File: config.mk
export PLATFORM = sky130hd
export DESIGN_NAME = kernel_host_top
export DESIGN_NICKNAME = d
export VERILOG_FILES = /design/src/kh_pkg.sv /design/src/axil_ctrl.sv /design/src/kernel_reg_bank.sv /design/src/cmd_launcher.sv /design/src/heartbeat_watchdog.sv /design/src/kernel_host_top.sv
export VERILOG_INCLUDE_DIRS = /design/src
export SDC_FILE = /design/constraint.sdc
export NUM_CORES = 1
export LEC_CHECK = 0
export BUFFER_PORTS_ARGS = -buffer_cell sky130_fd_sc_hd__buf_2
export CELL_PAD_IN_SITES_DETAIL_PLACEMENT = 2
export CELL_PAD_IN_SITES_GLOBAL_PLACEMENT = 2
export CORE_MARGIN = 4
export CORE_UTILIZATION = 37
export DETAILED_ROUTE_END_ITERATION = 8
export HOLD_SLACK_MARGIN = 0.15
export PLACE_DENSITY = 0.88
export SYNTH_ARGS = -nofsm -noshare
export SYNTH_HDL_FRONTEND = slang
export SYNTH_SLANG_ARGS = --single-unit
File: constraint.sdc
create_clock -name clk -period 8.24 [get_ports clk]
set_input_delay 1.648 -clock clk [delete_from_list [all_inputs] [get_ports clk]]
set_output_delay 1.648 -clock clk [all_outputs]
set_load 0.01 [all_outputs]
File: src/kh_params.svh
`ifndef KH_PARAMS_SVH
`define KH_PARAMS_SVH

// register file geometry
`define KH_WORD_W             32
`define KH_ARG_NUM            8
`define KH_IDX_W              3
`define KH_IDX_LO             2

// register map
`define KH_IDX_CMD            0
`define KH_IDX_HB_RESET       5
`define KH_IDX_HB_START       6
`define KH_CMD_RESET_VAL      32'hDEADBEEF

// watchdog timing in clk cycles
`define KH_WDOG_TIMEOUT       64
`define KH_WDOG_RESET_CYCLES  16

`endif

File: src/kh_pkg.sv
`include "kh_params.svh"

package kh_pkg;

  // master side of the AXI-lite slave port
  typedef struct packed {
    logic [`KH_WORD_W-1:0]   araddr;
    logic                    arvalid;
    logic [`KH_WORD_W-1:0]   awaddr;
    logic                    awvalid;
    logic [`KH_WORD_W-1:0]   wdata;
    logic [`KH_WORD_W/8-1:0] wstrb;
    logic                    wvalid;
    logic                    bready;
    logic                    rready;
  } axil_req_t;

  // slave side
  typedef struct packed {
    logic                  arready;
    logic                  awready;
    logic                  wready;
    logic                  bvalid;
    logic [1:0]            bresp;
    logic                  rvalid;
    logic [`KH_WORD_W-1:0] rdata;
    logic [1:0]            rresp;
  } axil_rsp_t;

  // status words reported by the core
  typedef struct packed {
    logic [`KH_WORD_W-1:0] state0;
    logic [`KH_WORD_W-1:0] state1;
    logic [`KH_WORD_W-1:0] state2;
    logic [`KH_WORD_W-1:0] state3;
  } core_state_t;

  // one command beat towards the core
  typedef struct packed {
    logic                  valid;
    logic [`KH_WORD_W-1:0] command;
    logic [`KH_WORD_W-1:0] data0;
    logic [`KH_WORD_W-1:0] data1;
  } cmd_port_t;

  typedef logic [`KH_ARG_NUM-1:0][`KH_WORD_W-1:0] arg_array_t;

endpackage

File: src/axil_ctrl.sv
`include "kh_params.svh"

module axil_ctrl (
  input  logic                  clk,
  input  logic                  rstn,
  input  kh_pkg::axil_req_t     axil_req_i,
  input  logic [`KH_WORD_W-1:0] rd_data_i,
  output kh_pkg::axil_rsp_t     axil_rsp_o,
  output logic [`KH_IDX_W-1:0]  rd_idx_o,
  output logic                  wr_en_o,
  output logic [`KH_IDX_W-1:0]  wr_idx_o,
  output logic [`KH_WORD_W-1:0] wr_data_o
);

  logic                  arready_q;
  logic                  rvalid_q;
  logic [`KH_WORD_W-1:0] rdata_q;
  logic                  awready_q;
  logic                  wready_q;
  logic                  aw_rcvd_q;
  logic                  w_rcvd_q;
  logic                  bvalid_q;
  logic [`KH_IDX_W-1:0]  wr_idx_q;
  logic [`KH_WORD_W-1:0] wr_data_q;

  logic ar_hs;
  logic r_hs;
  logic aw_hs;
  logic w_hs;
  logic b_hs;
  logic wr_commit;

  assign ar_hs     = axil_req_i.arvalid & arready_q;
  assign r_hs      = axil_req_i.rready & rvalid_q;
  assign aw_hs     = axil_req_i.awvalid & awready_q;
  assign w_hs      = axil_req_i.wvalid & wready_q;
  assign b_hs      = axil_req_i.bready & bvalid_q;
  // address and data both in hand
  assign wr_commit = aw_rcvd_q & w_rcvd_q;

  //////////////////////////////////////////////////////////////////////
  // read path
  //////////////////////////////////////////////////////////////////////

  assign rd_idx_o = axil_req_i.araddr[`KH_IDX_LO +: `KH_IDX_W];

  always_ff @(posedge clk or negedge rstn) begin
    if (!rstn) begin
      arready_q <= 1'b1;
      rvalid_q  <= 1'b0;
    end else if (ar_hs) begin
      arready_q <= 1'b0;
      rvalid_q  <= 1'b1;
    end else if (r_hs) begin
      arready_q <= 1'b1;
      rvalid_q  <= 1'b0;
    end
  end

  // sampled at AR handshake and held until rready
  always_ff @(posedge clk) begin
    if (ar_hs) begin
      rdata_q <= rd_data_i;
    end
  end

  //////////////////////////////////////////////////////////////////////
  // write path
  //////////////////////////////////////////////////////////////////////

  always_ff @(posedge clk or negedge rstn) begin
    if (!rstn) begin
      awready_q <= 1'b1;
      wready_q  <= 1'b1;
      aw_rcvd_q <= 1'b0;
      w_rcvd_q  <= 1'b0;
      bvalid_q  <= 1'b0;
    end else begin
      if (aw_hs) begin
        awready_q <= 1'b0;
        aw_rcvd_q <= 1'b1;
      end
      if (w_hs) begin
        wready_q <= 1'b0;
        w_rcvd_q <= 1'b1;
      end
      if (wr_commit) begin
        aw_rcvd_q <= 1'b0;
        w_rcvd_q  <= 1'b0;
        bvalid_q  <= 1'b1;
      end
      // reopen both channels once the response is taken
      if (b_hs) begin
        bvalid_q  <= 1'b0;
        awready_q <= 1'b1;
        wready_q  <= 1'b1;
      end
    end
  end

  always_ff @(posedge clk) begin
    if (aw_hs) begin
      wr_idx_q <= axil_req_i.awaddr[`KH_IDX_LO +: `KH_IDX_W];
    end
    if (w_hs) begin
      wr_data_q <= axil_req_i.wdata;
    end
  end

  assign wr_en_o   = wr_commit;
  assign wr_idx_o  = wr_idx_q;
  assign wr_data_o = wr_data_q;

  always_comb begin
    axil_rsp_o.arready = arready_q;
    axil_rsp_o.awready = awready_q;
    axil_rsp_o.wready  = wready_q;
    axil_rsp_o.bvalid  = bvalid_q;
    axil_rsp_o.bresp   = 2'b00;
    axil_rsp_o.rvalid  = rvalid_q;
    axil_rsp_o.rdata   = rdata_q;
    axil_rsp_o.rresp   = 2'b00;
  end

endmodule

File: src/kernel_reg_bank.sv
`include "kh_params.svh"

module kernel_reg_bank (
  input  logic                  clk,
  input  logic                  rstn,
  input  logic                  wr_en_i,
  input  logic [`KH_IDX_W-1:0]  wr_idx_i,
  input  logic [`KH_WORD_W-1:0] wr_data_i,
  input  logic [`KH_IDX_W-1:0]  rd_idx_i,
  input  kh_pkg::core_state_t   core_state_i,
  output logic [`KH_WORD_W-1:0] rd_data_o,
  output kh_pkg::arg_array_t    args_o,
  output logic                  cmd_new_o,
  output logic                  hb_start_o,
  output logic                  hb_kick_o
);

  import kh_pkg::*;

  arg_array_t args_q;
  logic       cmd_new_q;
  logic       hb_start_q;
  logic       hb_kick_q;

  always_ff @(posedge clk or negedge rstn) begin
    if (!rstn) begin
      args_q              <= '0;
      args_q[`KH_IDX_CMD] <= `KH_CMD_RESET_VAL;
      hb_start_q          <= 1'b0;
      hb_kick_q           <= 1'b0;
      cmd_new_q           <= 1'b0;
    end else begin
      // launch strobe lines up with bvalid
      cmd_new_q <= wr_en_i && (wr_idx_i == `KH_IDX_W'(`KH_IDX_CMD));
      if (wr_en_i) begin
        case (wr_idx_i)
          `KH_IDX_W'(`KH_IDX_HB_RESET): hb_kick_q  <= wr_data_i[0];
          `KH_IDX_W'(`KH_IDX_HB_START): hb_start_q <= wr_data_i[0];
          default:                      args_q[wr_idx_i] <= wr_data_i;
        endcase
      end
    end
  end

  // read map mixes stored args and live core status
  always_comb begin
    case (rd_idx_i)
      `KH_IDX_W'(`KH_IDX_CMD): rd_data_o = args_q[`KH_IDX_CMD];
      `KH_IDX_W'(1):           rd_data_o = core_state_i.state0;
      `KH_IDX_W'(2):           rd_data_o = core_state_i.state1;
      `KH_IDX_W'(3):           rd_data_o = core_state_i.state2;
      `KH_IDX_W'(4):           rd_data_o = core_state_i.state3;
      default:                 rd_data_o = '0;
    endcase
  end

  assign args_o     = args_q;
  assign cmd_new_o  = cmd_new_q;
  assign hb_start_o = hb_start_q;
  assign hb_kick_o  = hb_kick_q;

endmodule

File: src/cmd_launcher.sv
`include "kh_params.svh"

module cmd_launcher (
  input  logic               clk,
  input  logic               rstn,
  input  logic               cmd_new_i,
  input  kh_pkg::arg_array_t args_i,
  output kh_pkg::cmd_port_t  cmd_o
);

  // argument slots feeding the command beat
  localparam int ARG_COMMAND = 1;
  localparam int ARG_DATA0   = 2;
  localparam int ARG_DATA1   = 3;
  localparam int ARG_DELAY   = 4;

  logic                  busy_q;
  logic [`KH_WORD_W-1:0] delay_q;

  // a fresh launch restarts the countdown
  always_ff @(posedge clk or negedge rstn) begin
    if (!rstn) begin
      busy_q  <= 1'b0;
      delay_q <= '0;
    end else if (cmd_new_i) begin
      busy_q  <= 1'b1;
      delay_q <= args_i[ARG_DELAY];
    end else if (busy_q) begin
      if (delay_q == '0) begin
        busy_q <= 1'b0;
      end else begin
        delay_q <= delay_q - 1'b1;
      end
    end
  end

  always_comb begin
    cmd_o.valid   = busy_q && (delay_q == '0);
    cmd_o.command = args_i[ARG_COMMAND];
    cmd_o.data0   = args_i[ARG_DATA0];
    cmd_o.data1   = args_i[ARG_DATA1];
  end

endmodule

File: src/heartbeat_watchdog.sv
`include "kh_params.svh"

module heartbeat_watchdog (
  input  logic clk,
  input  logic rstn,
  input  logic hb_start_i,
  input  logic hb_kick_i,
  output logic wdog_reset_o
);

  localparam int CNT_W = $clog2(`KH_WDOG_TIMEOUT + 1);
  localparam int RST_W = $clog2(`KH_WDOG_RESET_CYCLES + 1);

  localparam logic [CNT_W-1:0] CNT_LAST = CNT_W'(`KH_WDOG_TIMEOUT - 1);
  localparam logic [RST_W-1:0] RST_LAST = RST_W'(`KH_WDOG_RESET_CYCLES - 1);

  typedef enum logic [1:0] {
    ST_IDLE      = 2'b00,
    ST_WAIT      = 2'b01,
    ST_HEARTBEAT = 2'b10,
    ST_REVIVE    = 2'b11
  } wdog_state_e;

  wdog_state_e      state_q;
  wdog_state_e      state_d;
  logic [CNT_W-1:0] cnt_q;
  logic [CNT_W-1:0] cnt_d;
  logic [RST_W-1:0] rst_cnt_q;
  logic [RST_W-1:0] rst_cnt_d;

  //////////////////////////////////////////////////////////////////////
  // next state and counters
  //////////////////////////////////////////////////////////////////////

  always_comb begin
    state_d   = state_q;
    cnt_d     = cnt_q;
    rst_cnt_d = rst_cnt_q;
    if (!hb_start_i) begin
      state_d   = ST_IDLE;
      cnt_d     = '0;
      rst_cnt_d = '0;
    end else begin
      case (state_q)
        ST_IDLE, ST_HEARTBEAT: begin
          cnt_d   = '0;
          state_d = hb_kick_i ? ST_HEARTBEAT : ST_WAIT;
        end
        ST_WAIT: begin
          if (hb_kick_i) begin
            state_d = ST_HEARTBEAT;
            cnt_d   = '0;
          end else if (cnt_q == CNT_LAST) begin
            // pulse length loaded on entry to revive
            state_d   = ST_REVIVE;
            cnt_d     = '0;
            rst_cnt_d = RST_LAST;
          end else begin
            cnt_d = cnt_q + 1'b1;
          end
        end
        ST_REVIVE: begin
          if (rst_cnt_q == '0) begin
            state_d = ST_WAIT;
            cnt_d   = '0;
          end else begin
            rst_cnt_d = rst_cnt_q - 1'b1;
          end
        end
        default: begin
          state_d = ST_IDLE;
        end
      endcase
    end
  end

  always_ff @(posedge clk or negedge rstn) begin
    if (!rstn) begin
      state_q   <= ST_IDLE;
      cnt_q     <= '0;
      rst_cnt_q <= '0;
    end else begin
      state_q   <= state_d;
      cnt_q     <= cnt_d;
      rst_cnt_q <= rst_cnt_d;
    end
  end

  assign wdog_reset_o = (state_q == ST_REVIVE);

endmodule

File: src/kernel_host_top.sv
`include "kh_params.svh"

module kernel_host_top (
  input  logic                clk,
  input  logic                rstn,
  input  kh_pkg::axil_req_t   axil_req_i,
  output kh_pkg::axil_rsp_t   axil_rsp_o,
  input  kh_pkg::core_state_t core_state_i,
  output kh_pkg::cmd_port_t   cmd_o,
  input  logic                switch_button_i,
  output logic                core_reset_o
);

  import kh_pkg::*;

  logic [`KH_IDX_W-1:0]  rd_idx;
  logic [`KH_WORD_W-1:0] rd_data;
  logic                  wr_en;
  logic [`KH_IDX_W-1:0]  wr_idx;
  logic [`KH_WORD_W-1:0] wr_data;
  arg_array_t            args;
  logic                  cmd_new;
  logic                  hb_start;
  logic                  hb_kick;
  logic                  wdog_reset;
  logic                  core_reset_q;

  axil_ctrl u_axil_ctrl (
    .clk        (clk),
    .rstn       (rstn),
    .axil_req_i (axil_req_i),
    .rd_data_i  (rd_data),
    .axil_rsp_o (axil_rsp_o),
    .rd_idx_o   (rd_idx),
    .wr_en_o    (wr_en),
    .wr_idx_o   (wr_idx),
    .wr_data_o  (wr_data)
  );

  kernel_reg_bank u_kernel_reg_bank (
    .clk          (clk),
    .rstn         (rstn),
    .wr_en_i      (wr_en),
    .wr_idx_i     (wr_idx),
    .wr_data_i    (wr_data),
    .rd_idx_i     (rd_idx),
    .core_state_i (core_state_i),
    .rd_data_o    (rd_data),
    .args_o       (args),
    .cmd_new_o    (cmd_new),
    .hb_start_o   (hb_start),
    .hb_kick_o    (hb_kick)
  );

  cmd_launcher u_cmd_launcher (
    .clk       (clk),
    .rstn      (rstn),
    .cmd_new_i (cmd_new),
    .args_i    (args),
    .cmd_o     (cmd_o)
  );

  heartbeat_watchdog u_heartbeat_watchdog (
    .clk          (clk),
    .rstn         (rstn),
    .hb_start_i   (hb_start),
    .hb_kick_i    (hb_kick),
    .wdog_reset_o (wdog_reset)
  );

  // watchdog or button merged one cycle late
  always_ff @(posedge clk or negedge rstn) begin
    if (!rstn) begin
      core_reset_q <= 1'b0;
    end else begin
      core_reset_q <= wdog_reset | switch_button_i;
    end
  end

  assign core_reset_o = core_reset_q;

endmodule

==> reports/qor.txt <==
Final nets: 1480
routed vias: 9420
maximum VDD drop: 0.1692 mV
grt ovf: 0
Max-slew headroom: 18.94%
clk sink count: 285
unrepaired setup endpoints after global routing: no
async set or reset register ratio after synthesis: 76.49%
mux share of post-synthesis cell area: 17.69%
Post-CTS Resized: 0
Top-Level Pins: 375
DRT iter0 DRCs: 521
Top FF cell, synth: dfrtp_1
Synth Area in XOR/XNOR: 0.6631%
Seq. cell area: 7501 um2
clock slew at reported path FFs: 60 ps
CTS tree: built
Finished Layout Cells: 1727
total track usage: 23.18%
register bit total from synthesis: 285
Die H: 196.9 um
largest net degree at the start of global routing: 88
final hold vios: 0
Final Critical Period: 4524 ps
outcome: completed
full die area: 38790 um2
share of cells above drive strength 1: 47.51%
CP Capture Type: primary output
Post-Synth Simple-Gate Area: 7.805%
period utilization: 54.90%
clk_lat worst skew: 510 ps
routability cong.: 0.8406
# rows: 68
fillcell total: 3562
Slew Viols, Final: 0
skew final: 19.51 ps
drt pass-1 iters: 5
FMAX: 221.0 MHz
DRC viols: 0
initial antenna violation count: 10
Least-Margin Pin Slew: 1216 ps
I/O Buffers: 308
hold buffers post-CTS: 0
crit start category: flop
Distinct cells, synth: 62
Placed Cells: 1659
Clk Tree Root Cell: clkbuf_16
routed len/inst: 26.76 um
vias in the first global route: 10790
Arr. time, crit path: 2880 ps
post-DR vias/cell: 5.455
Clock Path Buffers: 3
hold path depth: 2
initial core utilization: 37.87%
final hold slack: 484.9 ps
H-tree depth: 2
multi-input logic area: 4632 um2
Synth warnings: 0
number of routed nets with antenna violations: 0
CP max FO: 9
largest family of logic cells by synthesized area: multiplexers
hpwl dp: 32370 um
Post-synth EDFFs: 67
Die X-Extent: 196.9 um
post-synthesis compound-gate area fraction: 8.250%
Area Overhead vs Synth: 17.62%
final worst setup slack: 3716 ps
Synth Cell Area: 13210 um2
Setup CP Type: flop to primary output
# Post-CTS Setup Buffers: 0
Placement Setup Slack: 4190 ps
setup TNS: 0 ps
required time of the critical path: 6590 ps
overall routed net length: 46210 um
sequential-to-total area share from yosys stat: 56.79%
Final Setup Violations: 0
Avg Inst Size Synth: 12.68 um2
worst r2r path cells: 5
Post-Synth Adder-Cell Area: 0.3789%
Syn Inst Count: 1042
maxcap violations: 0
Pleak: 6.854 nW
core area: 34880 um2
first-pass GRT wire length: 68800 um
Min-Delay Path Class: flop to flop
pwr dens: 332.9 nW/um2
CTS Buf Count: 34
## cell type report
class | instances | area share, %
flip-flops and latches | 285 | 48.28
multi-input cells | 574 | 29.81
repair buffers | 318 | 10.47
clock buffers | 53 | 6.733
well taps | 455 | 3.664
inverters | 27 | 0.6523
clock inverters | 8 | 0.2738
diodes | 7 | 0.1127
## kinds of logic (layout without fill, tap and decap cells)
kind of cell	count (synthesis)	in the layout
and+or+nand+nor	199	199
muxes	198	198
buffers and inverters	186	406
xor gates and xnor gates	10	10
adders and majority gates	4	4
AOI/OAI and AO/OA	159	159
other	1	11
DFF	285	285
## stage by stage
stage | cell area, um2 | util (%) | total power, mW
4_1_cts | 15520 | 44.49 | 5.228
6_report | 15540 | 44.54 | 5.173
2_1_floorplan | 13220 | - | 3.333
3_5_place_dp | 14430 | 41.37 | 3.705
3_3_place_gp | 14430 | 41.37 | 3.549
5_1_grt | 15530 | 44.53 | 5.461
## synth_stat cells, types with 4 or more instances
master | number | area (um2)
dfrtp_1 | 191 | 4780
mux2_2 | 174 | 1959
buf_4 | 105 | 788.3
edfxtp_1 | 67 | 2012
clkbuf_1 | 45 | 168.9
nor2_1 | 44 | 165.2
nand2_1 | 42 | 157.7
o21ai_0 | 36 | 180.2
a22oi_1 | 33 | 247.7
nand3_1 | 28 | 140.1
dfstp_2 | 27 | 709.4
inv_1 | 26 | 97.59
o22ai_1 | 21 | 131.4
a21oi_1 | 14 | 70.07
a31oi_1 | 13 | 81.33
mux2i_1 | 13 | 130.1
or3_1 | 13 | 81.33
or4_1 | 12 | 90.09
mux4_2 | 11 | 247.7
nor4_1 | 11 | 68.82
nor3_1 | 10 | 50.05
and2_1 | 7 | 43.79
nor2b_1 | 7 | 43.79
xnor2_1 | 7 | 61.31
buf_1 | 6 | 22.52
nand2b_1 | 6 | 37.54
nand4_1 | 5 | 31.28
o311ai_0 | 5 | 43.79
o31ai_1 | 5 | 37.54
ha_1 | 4 | 50.05
o21a_1 | 4 | 30.03
or2_2 | 4 | 25.02
## sequential cells by signal, summed over array words and instances, names as in the netlist, 2 cells and up
name                            flops
u_kernel_reg_bank.args_o          160
u_heartbeat_watchdog.rst_cnt_q      5
u_cmd_launcher.delay_q             32
u_heartbeat_watchdog.state_q        2
u_heartbeat_watchdog.cnt_q          7
u_axil_ctrl.rdata_q                32
u_axil_ctrl.wr_data_o              32
u_axil_ctrl.wr_idx_o                3
## layer usage
metal	vias up	global-route usage (%)	part of all wire [%]
met1	4964	28.29	40
met5	-	0	0.097
met2	274	41.72	52
li1	4106	-	-
met3	68	5.060	5.7
met4	8	5.958	2.0
## worst paths after layout
kind | slack (ps) | startpoint | endpoint
min in group asynchronous | 1140 | rstn | u_axil_ctrl.bvalid_q
hold reg to reg | 480 | u_kernel_reg_bank.args_o[158] | u_cmd_launcher.delay_q[30]
hold / removal | 480 | u_kernel_reg_bank.args_o[158] | u_cmd_launcher.delay_q[30]
setup reg to reg | 5120 | u_cmd_launcher.delay_q[18] | u_cmd_launcher.delay_q[7]
max in group asynchronous | 5660 | rstn | u_kernel_reg_bank.args_o[106]
setup / recovery | 3720 | u_cmd_launcher.delay_q[10] | cmd_o[96]
## cell usage in the layout (no fill, tap or decap), types with 6 or more instances in the layout
master     instances
or3_1             13
clkbuf_1          10
nor3_1            10
nand3_1           28
nand2_1           42
buf_2            307
and2_1             6
dfrtp_1          191
o21ai_0           36
buf_4             10
a31oi_1           13
clkbuf_8           6
dfstp_2           27
nor4_1            11
mux4_2            11
clkbuf_16         37
a22oi_1           33
diode_2            7
a21oi_1           14
nand2b_1           6
nor2_1            40
inv_1             26
nor2b_1            7
mux2i_1           13
xnor2_1            7
o22ai_1           21
edfxtp_1          67
or4_1             12
mux2_2           174
clkinv_2           6
## critical path: stages (launching register included)
cell     delay [ps]
dfrtp_1         420
nor4_1          750
nand3_1         460
nor4_1          520
buf_2           220
## where the power goes
part | internal [mW] | switching, mW
logic | 0.644 | 0.705
clock network | 0.874 | 0.592
registers | 1.96 | 0.399
total | 3.48 | 1.70
Note: power is estimated with default switching activity, not from simulation.
